$ cat config.mk
export PLATFORM = sky130hd
export DESIGN_NAME = desc_gen_top
export DESIGN_NICKNAME = d
export VERILOG_FILES = /design/src/logic/desc_pkg.sv /design/src/logic/wb_regs_pkg.sv /design/src/logic/grant_serializer.sv /design/src/logic/desc_fifo.sv /design/src/logic/order_regs.sv /design/src/logic/ownership_tracker.sv /design/src/logic/fetch_fsm.sv /design/src/logic/desc_gen_top.sv
export SDC_FILE = /design/constraint.sdc
export NUM_CORES = 1
export LEC_CHECK = 0
export BUFFER_PORTS_ARGS = -buffer_cell sky130_fd_sc_hd__buf_2
export CAP_MARGIN = 20
export CELL_PAD_IN_SITES_DETAIL_PLACEMENT = 1
export CELL_PAD_IN_SITES_GLOBAL_PLACEMENT = 2
export CORE_AREA = 2 2 137 139
export DETAILED_ROUTE_END_ITERATION = 8
export DIE_AREA = 0 0 139 141
export GPL_TIMING_DRIVEN = 0
export PLACE_DENSITY_LB_ADDON = 0.2
export SLEW_MARGIN = 10
export SYNTH_ARGS = -nofsm -noshare
export SYNTH_HDL_FRONTEND = slang
export SYNTH_SLANG_ARGS = --single-unit
export TNS_END_PERCENT = 50
$ cat constraint.sdc
create_clock -name clk -period 3.1 [get_ports clk]
set_clock_uncertainty 0.1 [all_clocks]
set_input_delay 0.465 -clock clk [delete_from_list [all_inputs] [get_ports clk]]
set_output_delay 0.465 -clock clk [all_outputs]
set_load 0.01 [all_outputs]
$ cat src/logic/desc_pkg.sv
/*
 * Descriptor-side definitions shared by the request generator datapath.
 * Holds the default descriptor count, the fetch FSM state encoding and
 * the index width helper. Modules size ports with scoped names and
 * import the package in their body when they need it there.
 */

`default_nettype none

package desc_pkg;

   ////////////////////////////////
   // descriptor count
   ////////////////////////////////

   // number of descriptors owned by software
   localparam int default_max_desc = 8;

   ////////////////////////////////
   // fetch FSM
   ////////////////////////////////

   // idle waits for an id
   // read waits for aznext
   typedef enum logic {
      fetch_idle = 1'b0,
      fetch_read = 1'b1
   } fetch_state_t;

   ////////////////////////////////
   // helpers
   ////////////////////////////////

   // index width for n descriptors
   // one bit at least
   function automatic int desc_idx_w(input int n);
      return (n > 1) ? $clog2(n) : 1;
   endfunction

endpackage

`default_nettype wire

$ cat src/logic/wb_regs_pkg.sv
/*
 * Register map of the Wishbone order-table block.
 * Order entries live at addresses 0 to max_desc-1, the control
 * register sits at reg_ctrl_adr. The data word is decoded either as
 * an order entry or as the control word, depending on the address.
 */

`default_nettype none

package wb_regs_pkg;

   ////////////////////////////////
   // bus geometry
   ////////////////////////////////

   localparam int wb_data_w = 8;
   localparam int wb_adr_w  = 5;

   // control register address
   localparam logic [wb_adr_w-1:0] reg_ctrl_adr = 5'd16;

   // descriptor index field in an entry word
   localparam int entry_idx_w = 3;

   ////////////////////////////////
   // register word
   ////////////////////////////////

   // same 8 bits, two readings
   typedef union packed {
      // order entry, valid in the top bit
      struct packed {
         logic                               valid;
         logic [wb_data_w-entry_idx_w-2:0]   rsvd;
         logic [entry_idx_w-1:0]             idx;
      } entry;
      // control word
      struct packed {
         logic [wb_data_w-3:0]   rsvd;
         logic                   push;
         logic                   auto_mode;
      } ctrl;
   } reg_word_u;

endpackage

`default_nettype wire

$ cat src/logic/grant_serializer.sv
/*
 * Serializes a vector of request pulses into one grant per cycle.
 * New pulses collect in a pending vector and the lowest pending bit
 * is granted and cleared each cycle, starting the cycle after a pulse.
 */

`default_nettype none

module grant_serializer #(
   parameter int max_desc = desc_pkg::default_max_desc
) (
   input  logic                                       clk,
   input  logic                                       resetn,
   input  logic [max_desc-1:0]                        req,
   output logic                                       gnt_vld,
   output logic [desc_pkg::desc_idx_w(max_desc)-1:0]  gnt_idx
);
   import desc_pkg::*;

   localparam int iw = desc_idx_w(max_desc);

   logic [max_desc-1:0] pend;
   logic [max_desc-1:0] pend_nxt;

   // lowest set bit wins
   always_comb begin
      gnt_idx = '0;
      for (int i = max_desc - 1; i >= 0; i--) begin
         if (pend[i]) begin
            gnt_idx = iw'(i);
         end
      end
   end

   assign gnt_vld = |pend;

   // drop the granted bit and merge new pulses
   always_comb begin
      pend_nxt = pend;
      if (gnt_vld) begin
         pend_nxt[gnt_idx] = 1'b0;
      end
      pend_nxt = pend_nxt | req;
   end

   always_ff @(posedge clk) begin
      if (!resetn) begin
         pend <= '0;
      end else begin
         pend <= pend_nxt;
      end
   end

endmodule

`default_nettype wire

$ cat src/logic/desc_fifo.sv
/*
 * Synchronous FIFO of descriptor indices.
 * head shows the oldest entry without popping, rd_data is registered
 * on a pop. Writes when full are dropped and reads when empty ignored.
 */

`default_nettype none

module desc_fifo #(
   parameter int max_desc = desc_pkg::default_max_desc,
   parameter int depth    = desc_pkg::default_max_desc
) (
   input  logic                                       clk,
   input  logic                                       resetn,
   input  logic                                       wr_en,
   input  logic [desc_pkg::desc_idx_w(max_desc)-1:0]  wr_data,
   input  logic                                       rd_en,
   output logic [desc_pkg::desc_idx_w(max_desc)-1:0]  rd_data,
   output logic [desc_pkg::desc_idx_w(max_desc)-1:0]  head,
   output logic                                       head_valid,
   output logic                                       empty
);
   import desc_pkg::*;

   localparam int iw = desc_idx_w(max_desc);
   localparam int pw = desc_idx_w(depth);
   localparam int cw = $clog2(depth + 1);

   logic [iw-1:0]   mem [depth];
   logic [pw-1:0]   wr_ptr;
   logic [pw-1:0]   rd_ptr;
   logic [cw-1:0]   count;
   logic            full;
   logic            do_wr;
   logic            do_rd;

   assign full  = (count == cw'(depth));
   assign empty = (count == '0);
   assign do_wr = wr_en & ~full;
   assign do_rd = rd_en & ~empty;

   // oldest entry, seen one cycle after its write
   assign head       = mem[rd_ptr];
   assign head_valid = ~empty;

   //////////////////////////////
   // pointers and occupancy
   //////////////////////////////

   always_ff @(posedge clk) begin
      if (!resetn) begin
         wr_ptr <= '0;
         rd_ptr <= '0;
         count  <= '0;
      end else begin
         if (do_wr) begin
            wr_ptr <= (wr_ptr == pw'(depth - 1)) ? '0 : wr_ptr + 1'b1;
         end
         if (do_rd) begin
            rd_ptr <= (rd_ptr == pw'(depth - 1)) ? '0 : rd_ptr + 1'b1;
         end
         count <= count + cw'(do_wr) - cw'(do_rd);
      end
   end

   // storage and read register
   always_ff @(posedge clk) begin
      if (do_wr) begin
         mem[wr_ptr] <= wr_data;
      end
      if (do_rd) begin
         rd_data <= mem[rd_ptr];
      end
   end

endmodule

`default_nettype wire

$ cat src/logic/order_regs.sv
/*
 * Wishbone classic slave for the software order table.
 * Holds one entry per table slot plus the mode bit. Writing the
 * control register with push set sends the valid slots, lowest slot
 * first, into the order FIFO at one index per cycle.
 */

`default_nettype none

module order_regs #(
   parameter int max_desc = desc_pkg::default_max_desc
) (
   input  logic                                       clk,
   input  logic                                       resetn,
   input  logic                                       wb_cyc,
   input  logic                                       wb_stb,
   input  logic                                       wb_we,
   input  logic [wb_regs_pkg::wb_adr_w-1:0]           wb_adr,
   input  wb_regs_pkg::reg_word_u                     wb_dat_w,
   output wb_regs_pkg::reg_word_u                     wb_dat_r,
   output logic                                       wb_ack,
   output logic                                       auto_mode,
   output logic                                       order_wr_en,
   output logic [desc_pkg::desc_idx_w(max_desc)-1:0]  order_wr_idx
);
   import desc_pkg::*;
   import wb_regs_pkg::*;

   localparam int iw = desc_idx_w(max_desc);

   logic [max_desc-1:0]   tbl_valid;
   logic [iw-1:0]         tbl_idx [max_desc];
   logic                  is_slot;
   logic                  is_ctrl;
   logic                  wr_hit;
   logic [iw-1:0]         slot;
   logic [max_desc-1:0]   push_req;
   logic                  gnt_vld;
   logic [iw-1:0]         gnt_idx;

   // address decode
   assign is_slot = (wb_adr < wb_adr_w'(max_desc));
   assign is_ctrl = (wb_adr == reg_ctrl_adr);
   assign slot    = wb_adr[iw-1:0];

   // write lands on the ack cycle
   assign wr_hit  = wb_ack & wb_cyc & wb_stb & wb_we;

   //////////////////////////////
   // bus handshake and storage
   //////////////////////////////

   always_ff @(posedge clk) begin
      if (!resetn) begin
         wb_ack    <= 1'b0;
         auto_mode <= 1'b0;
         tbl_valid <= '0;
         for (int i = 0; i < max_desc; i++) begin
            tbl_idx[i] <= '0;
         end
      end else begin
         // single cycle ack pulse per access
         wb_ack <= wb_cyc & wb_stb & ~wb_ack;
         if (wr_hit && is_slot) begin
            tbl_valid[slot] <= wb_dat_w.entry.valid;
            tbl_idx[slot]   <= iw'(wb_dat_w.entry.idx);
         end
         if (wr_hit && is_ctrl) begin
            auto_mode <= wb_dat_w.ctrl.auto_mode;
         end
      end
   end

   // read mux
   // push is a trigger only and reads as zero
   always_comb begin
      wb_dat_r = '0;
      if (is_slot) begin
         wb_dat_r.entry.valid = tbl_valid[slot];
         wb_dat_r.entry.idx   = entry_idx_w'(tbl_idx[slot]);
      end else if (is_ctrl) begin
         wb_dat_r.ctrl.auto_mode = auto_mode;
      end
   end

   //////////////////////////////
   // push into order FIFO
   //////////////////////////////

   // one pulse of all valid slots
   assign push_req = (wr_hit && is_ctrl && wb_dat_w.ctrl.push) ? tbl_valid : '0;

   grant_serializer #(
      .max_desc (max_desc)
   ) u_push_ser (
      .clk     (clk),
      .resetn  (resetn),
      .req     (push_req),
      .gnt_vld (gnt_vld),
      .gnt_idx (gnt_idx)
   );

   // granted slot picks the descriptor index
   assign order_wr_en  = gnt_vld;
   assign order_wr_idx = tbl_idx[gnt_idx];

endmodule

`default_nettype wire

$ cat src/logic/ownership_tracker.sv
/*
 * Watches the ownership bits and feeds the request-id FIFO.
 * Auto order sends rises through a serializer, lowest index first for
 * same-cycle rises. Software order keeps pending bits and issues the
 * descriptor at the head of the order FIFO once it is pending.
 */

`default_nettype none

module ownership_tracker #(
   parameter int max_desc = desc_pkg::default_max_desc
) (
   input  logic                                       clk,
   input  logic                                       resetn,
   input  logic [max_desc-1:0]                        owner,
   input  logic                                       auto_mode,
   input  logic [desc_pkg::desc_idx_w(max_desc)-1:0]  order_head,
   input  logic                                       order_head_valid,
   output logic                                       order_rd_en,
   output logic                                       id_wr_en,
   output logic [desc_pkg::desc_idx_w(max_desc)-1:0]  id_wr_idx
);
   import desc_pkg::*;

   localparam int iw = desc_idx_w(max_desc);

   logic [max_desc-1:0]   owner_q;
   logic [max_desc-1:0]   rise;
   logic [max_desc-1:0]   auto_req;
   logic [max_desc-1:0]   pend;
   logic [max_desc-1:0]   pend_nxt;
   logic                  sw_hit;
   logic                  gnt_vld;
   logic [iw-1:0]         gnt_idx;

   //////////////////////////////
   // ownership rise detect
   //////////////////////////////

   always_ff @(posedge clk) begin
      if (!resetn) begin
         owner_q <= '0;
      end else begin
         owner_q <= owner;
      end
   end

   assign rise = owner & ~owner_q;

   //////////////////////////////
   // auto order path
   //////////////////////////////

   assign auto_req = auto_mode ? rise : '0;

   grant_serializer #(
      .max_desc (max_desc)
   ) u_auto_ser (
      .clk     (clk),
      .resetn  (resetn),
      .req     (auto_req),
      .gnt_vld (gnt_vld),
      .gnt_idx (gnt_idx)
   );

   //////////////////////////////
   // software order path
   //////////////////////////////

   // head of order FIFO already owned
   assign sw_hit = ~auto_mode & order_head_valid & pend[order_head];

   always_comb begin
      pend_nxt = pend;
      if (sw_hit) begin
         pend_nxt[order_head] = 1'b0;
      end
      if (!auto_mode) begin
         pend_nxt = pend_nxt | rise;
      end
   end

   always_ff @(posedge clk) begin
      if (!resetn) begin
         pend <= '0;
      end else begin
         pend <= pend_nxt;
      end
   end

   // issue source follows the mode
   assign order_rd_en = sw_hit;
   assign id_wr_en    = auto_mode ? gnt_vld : sw_hit;
   assign id_wr_idx   = auto_mode ? gnt_idx : order_head;

endmodule

`default_nettype wire

$ cat src/logic/fetch_fsm.sv
/*
 * Fetch FSM for the request-id FIFO.
 * Pops one id when the FIFO has data and no allocation is running,
 * then holds off until the address handshake (aznext) is seen.
 * request_en doubles as the FIFO read enable.
 */

`default_nettype none

module fetch_fsm (
   input  logic   clk,
   input  logic   resetn,
   input  logic   id_empty,
   input  logic   desc_allocation_in_progress,
   input  logic   aznext,
   output logic   request_en
);
   import desc_pkg::*;

   fetch_state_t state;

   //////////////////////////////
   // state and pop pulse
   //////////////////////////////

   always_ff @(posedge clk) begin
      if (!resetn) begin
         state      <= fetch_idle;
         request_en <= 1'b0;
      end else begin
         // single cycle pulse per fetch
         request_en <= 1'b0;
         case (state)
            fetch_idle: begin
               // pop only with data and no allocation busy
               if (!id_empty && !desc_allocation_in_progress) begin
                  request_en <= 1'b1;
                  state      <= fetch_read;
               end
            end
            fetch_read: begin
               // wait for address channel to take it
               if (aznext) begin
                  state <= fetch_idle;
               end
            end
            default: state <= fetch_idle;
         endcase
      end
   end

endmodule

`default_nettype wire

$ cat src/logic/desc_gen_top.sv
/*
 * Descriptor request generator top level.
 * Software programs the order table over Wishbone and hands over
 * descriptors with the owner bits. Queued ids leave on request_id,
 * valid the cycle after each request_en pulse.
 */

`default_nettype none

module desc_gen_top #(
   parameter int max_desc = desc_pkg::default_max_desc
) (
   input  logic                                       clk,
   input  logic                                       resetn,
   input  logic                                       wb_cyc,
   input  logic                                       wb_stb,
   input  logic                                       wb_we,
   input  logic [wb_regs_pkg::wb_adr_w-1:0]           wb_adr,
   input  wb_regs_pkg::reg_word_u                     wb_dat_w,
   output wb_regs_pkg::reg_word_u                     wb_dat_r,
   output logic                                       wb_ack,
   input  logic [max_desc-1:0]                        owner,
   input  logic                                       desc_allocation_in_progress,
   input  logic                                       aznext,
   output logic                                       request_en,
   output logic [desc_pkg::desc_idx_w(max_desc)-1:0]  request_id
);
   import desc_pkg::*;

   localparam int iw = desc_idx_w(max_desc);

   logic            auto_mode;
   logic            order_wr_en;
   logic [iw-1:0]   order_wr_idx;
   logic            order_rd_en;
   logic [iw-1:0]   order_head;
   logic            order_head_valid;
   logic            id_wr_en;
   logic [iw-1:0]   id_wr_idx;
   logic            id_empty;

   //////////////////////////////
   // register block
   //////////////////////////////

   order_regs #(.max_desc (max_desc)) u_regs (
      .clk (clk), .resetn (resetn),
      .wb_cyc (wb_cyc), .wb_stb (wb_stb), .wb_we (wb_we),
      .wb_adr (wb_adr), .wb_dat_w (wb_dat_w), .wb_dat_r (wb_dat_r), .wb_ack (wb_ack),
      .auto_mode (auto_mode), .order_wr_en (order_wr_en), .order_wr_idx (order_wr_idx)
   );

   // software order queue
   desc_fifo #(.max_desc (max_desc), .depth (max_desc)) u_order_fifo (
      .clk (clk), .resetn (resetn),
      .wr_en (order_wr_en), .wr_data (order_wr_idx), .rd_en (order_rd_en),
      .rd_data (), .head (order_head), .head_valid (order_head_valid), .empty ()
   );

   //////////////////////////////
   // issue path
   //////////////////////////////

   ownership_tracker #(.max_desc (max_desc)) u_tracker (
      .clk (clk), .resetn (resetn), .owner (owner), .auto_mode (auto_mode),
      .order_head (order_head), .order_head_valid (order_head_valid),
      .order_rd_en (order_rd_en), .id_wr_en (id_wr_en), .id_wr_idx (id_wr_idx)
   );

   // ids waiting for the bus side
   desc_fifo #(.max_desc (max_desc), .depth (max_desc)) u_id_fifo (
      .clk (clk), .resetn (resetn),
      .wr_en (id_wr_en), .wr_data (id_wr_idx), .rd_en (request_en),
      .rd_data (request_id), .head (), .head_valid (), .empty (id_empty)
   );

   fetch_fsm u_fetch (
      .clk (clk), .resetn (resetn), .id_empty (id_empty),
      .desc_allocation_in_progress (desc_allocation_in_progress),
      .aznext (aznext), .request_en (request_en)
   );

endmodule

`default_nettype wire

==> results.py, run 1 <==
metrics = {
    "timing": {
        "worstMarginPinSlew_ns": 0.764,
        "finalSetupViolations": 6,
        "rsz0062_at_grt": "true",
        "fmaxAchievable_mhz": 308,
        "slew-limit-headroom_pct": 47.6,
        "timing.final.ws_setup_ns": -0.145,
        "hold_violations": 0,
        "slew_violations": 0,
        "period_share_pct": 105,
        "layout_min_cycle_time_ns": 3.25,
    },
    "grt": {
        "grt_pass1_wl_um": 27900,
        "antenna_found_initial": 0,
        "grt_max_degree": 17,
        "grt_util_all_layers_pct": 18.6,
        "grt_pass1_vias": 4933,
        "overflow": 0,
    },
    "synthesis": {
        "synth_compound_area_share_pct": 11.0,
        "synthMuxAreaShare_pct": 8.31,
        "synth-adder-area-share_pct": 4.22,
        "async_reset_ff_share_pct": 0,
        "syn_area_per_cell_sq_um": 11.5,
        "synth_cells": 570,
        "ys_types": 62,
        "yosys.area_share.simple_pct": 18.1,
        "synth_seq_area_share_pct": 54.6,
        "synthesis.area_sq_um": 6580,
        "synth_warnings": 0,
        "synth_edf_count": 75,
        "synth-seq-cells": 142,
        "synth-main-ff-cell": "edfxtp_1",
        "synth-xor-area-share_pct": 0.533,
        "synth_top_family_by_area": "simple AND/OR/NAND/NOR gates",
    },
    "placement": {
        "io_buffers": 28,
        "dp_slack_ns": -0.587,
        "placed_cells": 837,
        "gp_congestion": 0.794,
        "dpl.hpwl_um": 12700,
    },
    "setup_path": {
        "r2r_end": "u_order_fifo.count[1]$_SDFF_PN0_",
        "crit_required_ns": 3.36,
        "crit_fanout": 5,
        "crit_path_end": "u_order_fifo.count[1]$_SDFF_PN0_",
        "end_kind": "flop",
        "ff2ff_setup_slack_ns": -0.15,
        "crit_path_start_kind": "flop",
        "critPathKind": "reg -> reg",
        "r2r_cells": 11,
        "arrival_ns": 3.50,
    },
    "floorplanning": {
        "num_rows": 50,
        "start_util_pct": 36.0,
        "die-height_um": 141,
        "fp.dieW_um": 139,
        "pin_count": 41,
        "die_area_sq_um": 19600,
        "core_area_sq_um": 18300,
    },
    "pwr": {
        "p_int_w": 0.00416,
        "switching_share_pct": 27.9,
        "combPwrFrac_pct": 23.4,
        "seq_power_share_pct": 39.0,
        "p_leak_nw": 3.07,
        "switchingPower_w": 0.00161,
        "pwr_density_cell_nw_per_um2": 728,
        "clkPwrFrac_pct": 37.6,
        "vdd.ir_drop.worst_mv": 0.447,
    },
    "cts": {
        "root_buffer": "clkbuf_16",
        "insertion_delay_ns": 0.43,
        "cts_tree": "yes",
        "htreeDepth": 4,
        "cts_buffer_depth": 2,
        "cts_inserted_buffers": 17,
        "clock_sink_count": 142,
        "clk_pin_slew_ns": 0.06,
    },
    "routing": {
        "avgRoutedWirePerCell_um": 19.7,
        "met1_length_um": 8040,
        "drt-vias-per-instance": 5.28,
        "drc_errors": 0,
        "vias": 4693,
        "wl_met2_um": 8580,
        "dr.pass1.iters": 5,
        "initialDrtViolationCount": 244,
        "ant_nets": 0,
        "wl_met3_um": 634,
        "wl_um": 17500,
        "top_layer": "met4",
    },
    "final_layout": {
        "diodes": 0,
        "drive_above_1_share_pct": 21.8,
        "nets": 691,
        "final_cells": 889,
        "final_core_util_pct": 43.5,
        "area_growth_pct": 20.7,
    },
    "worst_hold_path": {
        "worstHoldPathType": "in -> reg",
    },
    "run_status": {
        "run_status": "finished, violations left",
        "violations": "setup timing",
    },
    "job": {
        "maxCapViolCount": 0,
    },
}
## final cells by class
type | instances | area, sq um
plain buffers | 30 | 148
clock buffers | 18 | 429
clock inverters | 14 | 193
fillers | 1988 | 10300
inverters | 18 | 67.6
multi-input cells | 383 | 2900
flip-flops and latches | 142 | 3600
well taps | 234 | 293
repair buffers | 50 | 310
## sequential cells by signal, summed over array words and instances (netlist names), 8 cells and up, named ones only
name,flops
u_regs.tbl_valid,8
u_order_fifo.mem,24
u_tracker.pend,8
u_regs.tbl_idx,24
u_regs.u_push_ser.pend,8
u_tracker.u_auto_ser.pend,8
u_id_fifo.mem,24
u_tracker.owner_q,8
## synth_stat cells (all sizes together) (3+ instances only)
cell | n | area [sq um]
a21oi | 9 | 45.0
inv | 18 | 67.6
a22oi | 17 | 141
nand2 | 62 | 233
edfxtp | 75 | 2250
ha | 19 | 238
nor2b | 21 | 131
a31oi | 9 | 62.6
a21boi | 13 | 97.6
nor2 | 22 | 82.6
o311ai | 3 | 26.3
and2 | 16 | 100
nor3 | 9 | 45.0
nor3b | 11 | 82.6
a21o | 4 | 30.0
a22o | 4 | 35.0
o211ai | 4 | 43.8
or2 | 9 | 56.3
dfxtp | 67 | 1340
o21bai | 5 | 37.5
mux4 | 12 | 270
o21ai | 15 | 75.1
and3 | 28 | 175
mux2i | 18 | 209
clkbuf | 22 | 82.6
a221oi | 6 | 52.6
nand2b | 7 | 43.8
nand3 | 19 | 95.1
mux2 | 6 | 67.6
buf | 8 | 61.3
and4b | 4 | 40.0
## metrics by stage
step	power (W)	instance area (sq um)	hold WS (ns)	TNS, ns
floorplan	0.00307	6610	0.298	-0.363
global route	0.00604	7940	0.127	-1.30
finish	0.00578	7940	0.121	-0.569
detailed placement	0.00338	7050	0.322	-8.61
CTS	0.00576	7860	0.102	-0.841
global placement	0.00332	7040	0.323	-8.86
## power groups by stage
stage,logic [W],clock network (W),registers (W)
after floorplan,0.000810,0,0.00226
after global placement,0.00104,0,0.00228
after detailed placement,0.00109,0,0.00229
after CTS,0.00130,0.00221,0.00225
after global routing,0.00149,0.00228,0.00227
final,0.00135,0.00217,0.00225
## worst min path at each step
stage                                     from                                 endpoint  slack, ns  depth (start not counted)
6_report                                aznext                 u_fetch.state$_SDFF_PN0_       0.12                          2
5_1_grt                                 aznext                 u_fetch.state$_SDFF_PN0_       0.13                          2
4_1_cts                                 aznext                 u_fetch.state$_SDFF_PN0_       0.10                          2
3_5_place_dp   u_tracker.owner_q[0]$_SDFF_PN0_  u_tracker.u_auto_ser.pend[0]$_SDFF_PN0_       0.32                          1
3_3_place_gp   u_tracker.owner_q[0]$_SDFF_PN0_  u_tracker.u_auto_ser.pend[0]$_SDFF_PN0_       0.32                          1
2_1_floorplan  u_tracker.owner_q[0]$_SDFF_PN0_  u_tracker.u_auto_ser.pend[0]$_SDFF_PN0_       0.30                          1
## timing repair
item                       4_1_cts  5_1_grt
gates resized for setup         14       12
pin swaps                       13       10
cloned                           0        0
hold buffers                     0        0
setup endpoints to repair       34       54
buffers inserted                16        3
## routing by layer
layer  vias to the layer above  global-route usage (%)
li1                       2238                       -
met2                        88                    30.6
met5                         -                       0
met1                      2347                    24.7
met3                        20                    3.74
met4                         0                    6.17
## cell usage in the layout, fill, tap and decap left out, types with 17 or more instances in the layout
cell type and instances:
edfxtp_1 75, dfxtp_1 66, clkbuf_1 22, buf_4 23
ha_1 17, nor2_1 22, nand3_1 19, buf_2 29
nand2_1 60, and3_1 28, clkbuf_16 17, nor2b_1 20
## worst max-delay path, stage by stage, from the launching register on
cell,delay [ns]
dfxtp_4,0.38
mux4_2,0.55
mux2i_4,0.24
mux2_4,0.33
o22a_1,0.20
o211ai_4,0.33
or2_4,0.22
nand2_4,0.06
ha_4,0.15
inv_2,0.04
fa_2,0.44
nor2b_2,0.14
## kinds of logic (layout without fill, tap and decap cells)
group,Yosys count,after routing
and+or+nand+nor,221,221
DFF,142,142
AOI/OAI and AO/OA,97,97
buffers and inverters,48,130
muxes,36,36
adders and majority gates,21,21
xor gates and xnor gates,4,4
other,1,4
(Power assumes the default switching activity.)
==> run 2, diff against run 1 <==
--- a/config.mk
+++ b/config.mk
@@ -5,13 +5,13 @@
 export SDC_FILE = /design/constraint.sdc
 export NUM_CORES = 1
 export LEC_CHECK = 0
-export BUFFER_PORTS_ARGS = -buffer_cell sky130_fd_sc_hd__buf_2
 export CAP_MARGIN = 20
 export CELL_PAD_IN_SITES_DETAIL_PLACEMENT = 1
 export CELL_PAD_IN_SITES_GLOBAL_PLACEMENT = 2
-export CORE_AREA = 2 2 137 139
+export CORE_AREA = 2 2 133 135
 export DETAILED_ROUTE_END_ITERATION = 8
-export DIE_AREA = 0 0 139 141
+export DIE_AREA = 0 0 135 137
+export DONT_BUFFER_PORTS = 1
 export GPL_TIMING_DRIVEN = 0
 export PLACE_DENSITY_LB_ADDON = 0.2
 export SLEW_MARGIN = 10
==> run 2 against run 1 <==
The run still ends with setup timing left. Utilization increased by 1.8 points. Hold slack got worse by 0.084 ns. Register-to-register slack improved by 0.04 ns. Total power decreased by 6.1%. Die area decreased by 5.6%. First-iteration DRC count increased by 3.7%. Critical endpoint is now u_id_fifo.count[1]$_SDFF_PN0_. Largest power group unchanged.
==> results.py, run 2 (synthesis gave the netlist of run 1 again) <==
metrics = {
    "pwr": {
        "pwr_density_cell_nw_per_um2": 703,
        "p_int_w": 0.00392,
        "seq_power_share_pct": 41.6,
        "combPwrFrac_pct": 24.2,
        "switchingPower_w": 0.00151,
        "p_leak_nw": 2.92,
        "vdd.ir_drop.worst_mv": 0.387,
        "switching_share_pct": 27.8,
        "clkPwrFrac_pct": 34.2,
    },
    "setup_path": {
        "crit_path_start_kind": "flop",
        "r2r_cells": 13,
        "arrival_ns": 3.46,
        "timing.rr.start": "u_order_fifo.mem[2][0]$_DFFE_PP_",
        "crit_required_ns": 3.35,
        "crit_fanout": 5,
        "critPathKind": "reg -> reg",
        "end_kind": "flop",
        "ff2ff_setup_slack_ns": -0.11,
        "r2r_end": "u_id_fifo.count[1]$_SDFF_PN0_",
    },
    "run_status": {
        "violations": "setup timing",
        "run_status": "finished, violations left",
    },
    "timing": {
        "worstMarginPinSlew_ns": 0.712,
        "slew_violations": 0,
        "layout_min_cycle_time_ns": 3.21,
        "hold_violations": 0,
        "slew-limit-headroom_pct": 51.1,
        "period_share_pct": 103,
        "setup_tns_ns": -0.469,
        "timing.final.ws_setup_ns": -0.107,
        "finalSetupViolations": 6,
        "fmaxAchievable_mhz": 312,
        "rsz0062_at_grt": "true",
    },
    "floorplanning": {
        "die_area_sq_um": 18500,
        "die-height_um": 137,
        "start_util_pct": 38.6,
        "pin_count": 41,
        "fp.dieW_um": 135,
        "core_area_sq_um": 17100,
        "num_rows": 48,
    },
    "worst_hold_path": {
        "holdPathEnd": "u_fetch.state$_SDFF_PN0_",
        "worstHoldPathType": "in -> reg",
        "min-delay-start": "aznext",
        "hold-path-cell-count": 1,
    },
    "final_layout": {
        "final_common_cell": "edfxtp_1",
        "mostFrequentLayoutCells": "edfxtp_1 (75), dfxtp_1 (65), nand2_1 (61)",
        "diodes": 0,
        "area_growth_pct": 17.2,
        "largestRegisters": "u_id_fifo.mem (24), u_order_fifo.mem (24), u_regs.tbl_idx (24)",
        "drive_above_1_share_pct": 17.7,
        "nets": 662,
        "stdcell_area_sq_um": 7710,
        "nFillCells": 1834,
    },
    "routing": {
        "drt-vias-per-instance": 5.38,
        "initialDrtViolationCount": 253,
        "drc_errors": 0,
        "vias": 4575,
        "ant_nets": 0,
        "wl_um": 16800,
        "avgRoutedWirePerCell_um": 19.8,
        "dr.pass1.iters": 4,
    },
    "placement": {
        "place_area_sq_um": 6900,
        "dp_slack_ns": -0.610,
        "gp_congestion": 0.808,
        "dpl.hpwl_um": 12000,
        "io_buffers": 0,
    },
    "grt": {
        "grt_busiest_layer": "met2",
        "grt_util_all_layers_pct": 19.0,
        "overflow": 0,
        "use_met1_pct": 24.7,
        "grtUsageMet2_pct": 31.2,
        "antenna_found_initial": 0,
        "use_met3_pct": 4.81,
        "grt_pass1_vias": 4658,
        "grt_pass1_wl_um": 26200,
        "grt_max_degree": 17,
    },
    "cts": {
        "cts_inserted_buffers": 17,
        "htreeDepth": 4,
        "cts_tree": "yes",
        "cts_hold_buf": 0,
        "insertion_delay_ns": 0.43,
        "cts_buffer_depth": 2,
        "clk_pin_slew_ns": 0.06,
        "clock_sink_count": 142,
        "root_buffer": "clkbuf_16",
    },
    "job": {
        "maxCapViolCount": 0,
    },
}
## run 2: how the worst max path moves through the flow
stage,startpoint,cells past startpoint,to,slack [ns]
3_3_place_gp,flop,13,u_id_fifo.count[3]$_SDFF_PN0_,-0.57
2_1_floorplan,flop,12,u_order_fifo.count[2]$_SDFF_PN0_,-0.08
3_5_place_dp,flop,12,u_id_fifo.count[1]$_SDFF_PN0_,-0.61
5_1_grt,flop,12,u_order_fifo.count[3]$_SDFF_PN0_,-0.22
6_report,u_order_fifo.mem[2][0]$_DFFE_PP_,13,u_id_fifo.count[1]$_SDFF_PN0_,-0.11
4_1_cts,u_order_fifo.mem[2][0]$_DFFE_PP_,13,u_order_fifo.count[3]$_SDFF_PN0_,-0.12
## run 2: layer usage
metal / part of all wire, % / wire (um)
met1: 46 / 7770
met2: 49 / 8230
met3: 4.1 / 695
met4: 0.67 / 112
met5: 0 / 0
## run 2: power by group through the flow
stage / Combinational, W / Sequential, W / Clock, W
2_1_floorplan: 0.000810 / 0.00226 / 0
6_report: 0.00131 / 0.00226 / 0.00186
5_1_grt: 0.00145 / 0.00228 / 0.00197
4_1_cts: 0.00122 / 0.00225 / 0.00189
3_5_place_dp: 0.00105 / 0.00230 / 0
3_3_place_gp: 0.00100 / 0.00229 / 0
## run 2: worst max-delay path: stages, from the launching register on
cell and delay (ns):
edfxtp_1 0.39, mux4_2 0.50, mux2i_4 0.18, buf_12 0.14, mux2_4 0.29, o22a_1 0.20
o211ai_4 0.27, buf_12 0.15, a22oi_4 0.05, buf_6 0.13, ha_4 0.15, inv_2 0.05
fa_2 0.42, nor2b_1 0.12
## run 2: layout make-up
type	count	area (sq um)	area share (%)
flip-flops and latches	142	3600	46.7
clock buffers	25	497	6.44
well taps	225	282	3.65
repair buffers	21	186	2.42
multi-input cells	383	2890	37.5
clock inverters	7	37.5	0.487
plain buffers	30	151	1.96
inverters	18	67.6	0.876
## run 2: timing repair
| item | 4_1_cts | 5_1_grt |
|---|---|---|
| buffers inserted | 12 | 4 |
| endpoints found under the setup margin | 33 | 43 |
| pin swaps | 12 | 3 |
| gates resized for setup | 10 | 19 |
## run 2: stage by stage
step | hold WS [ns] | instances | utilization (%) | total power (W)
floorplan | 0.298 | 573 | - | 0.00307
global placement | 0.320 | 798 | 40.4 | 0.00329
detailed placement | 0.319 | 800 | 40.5 | 0.00334
CTS | 0.0191 | 844 | 44.5 | 0.00537
global route | 0.0371 | 851 | 45.2 | 0.00570
finish | 0.0374 | 851 | 45.2 | 0.00542
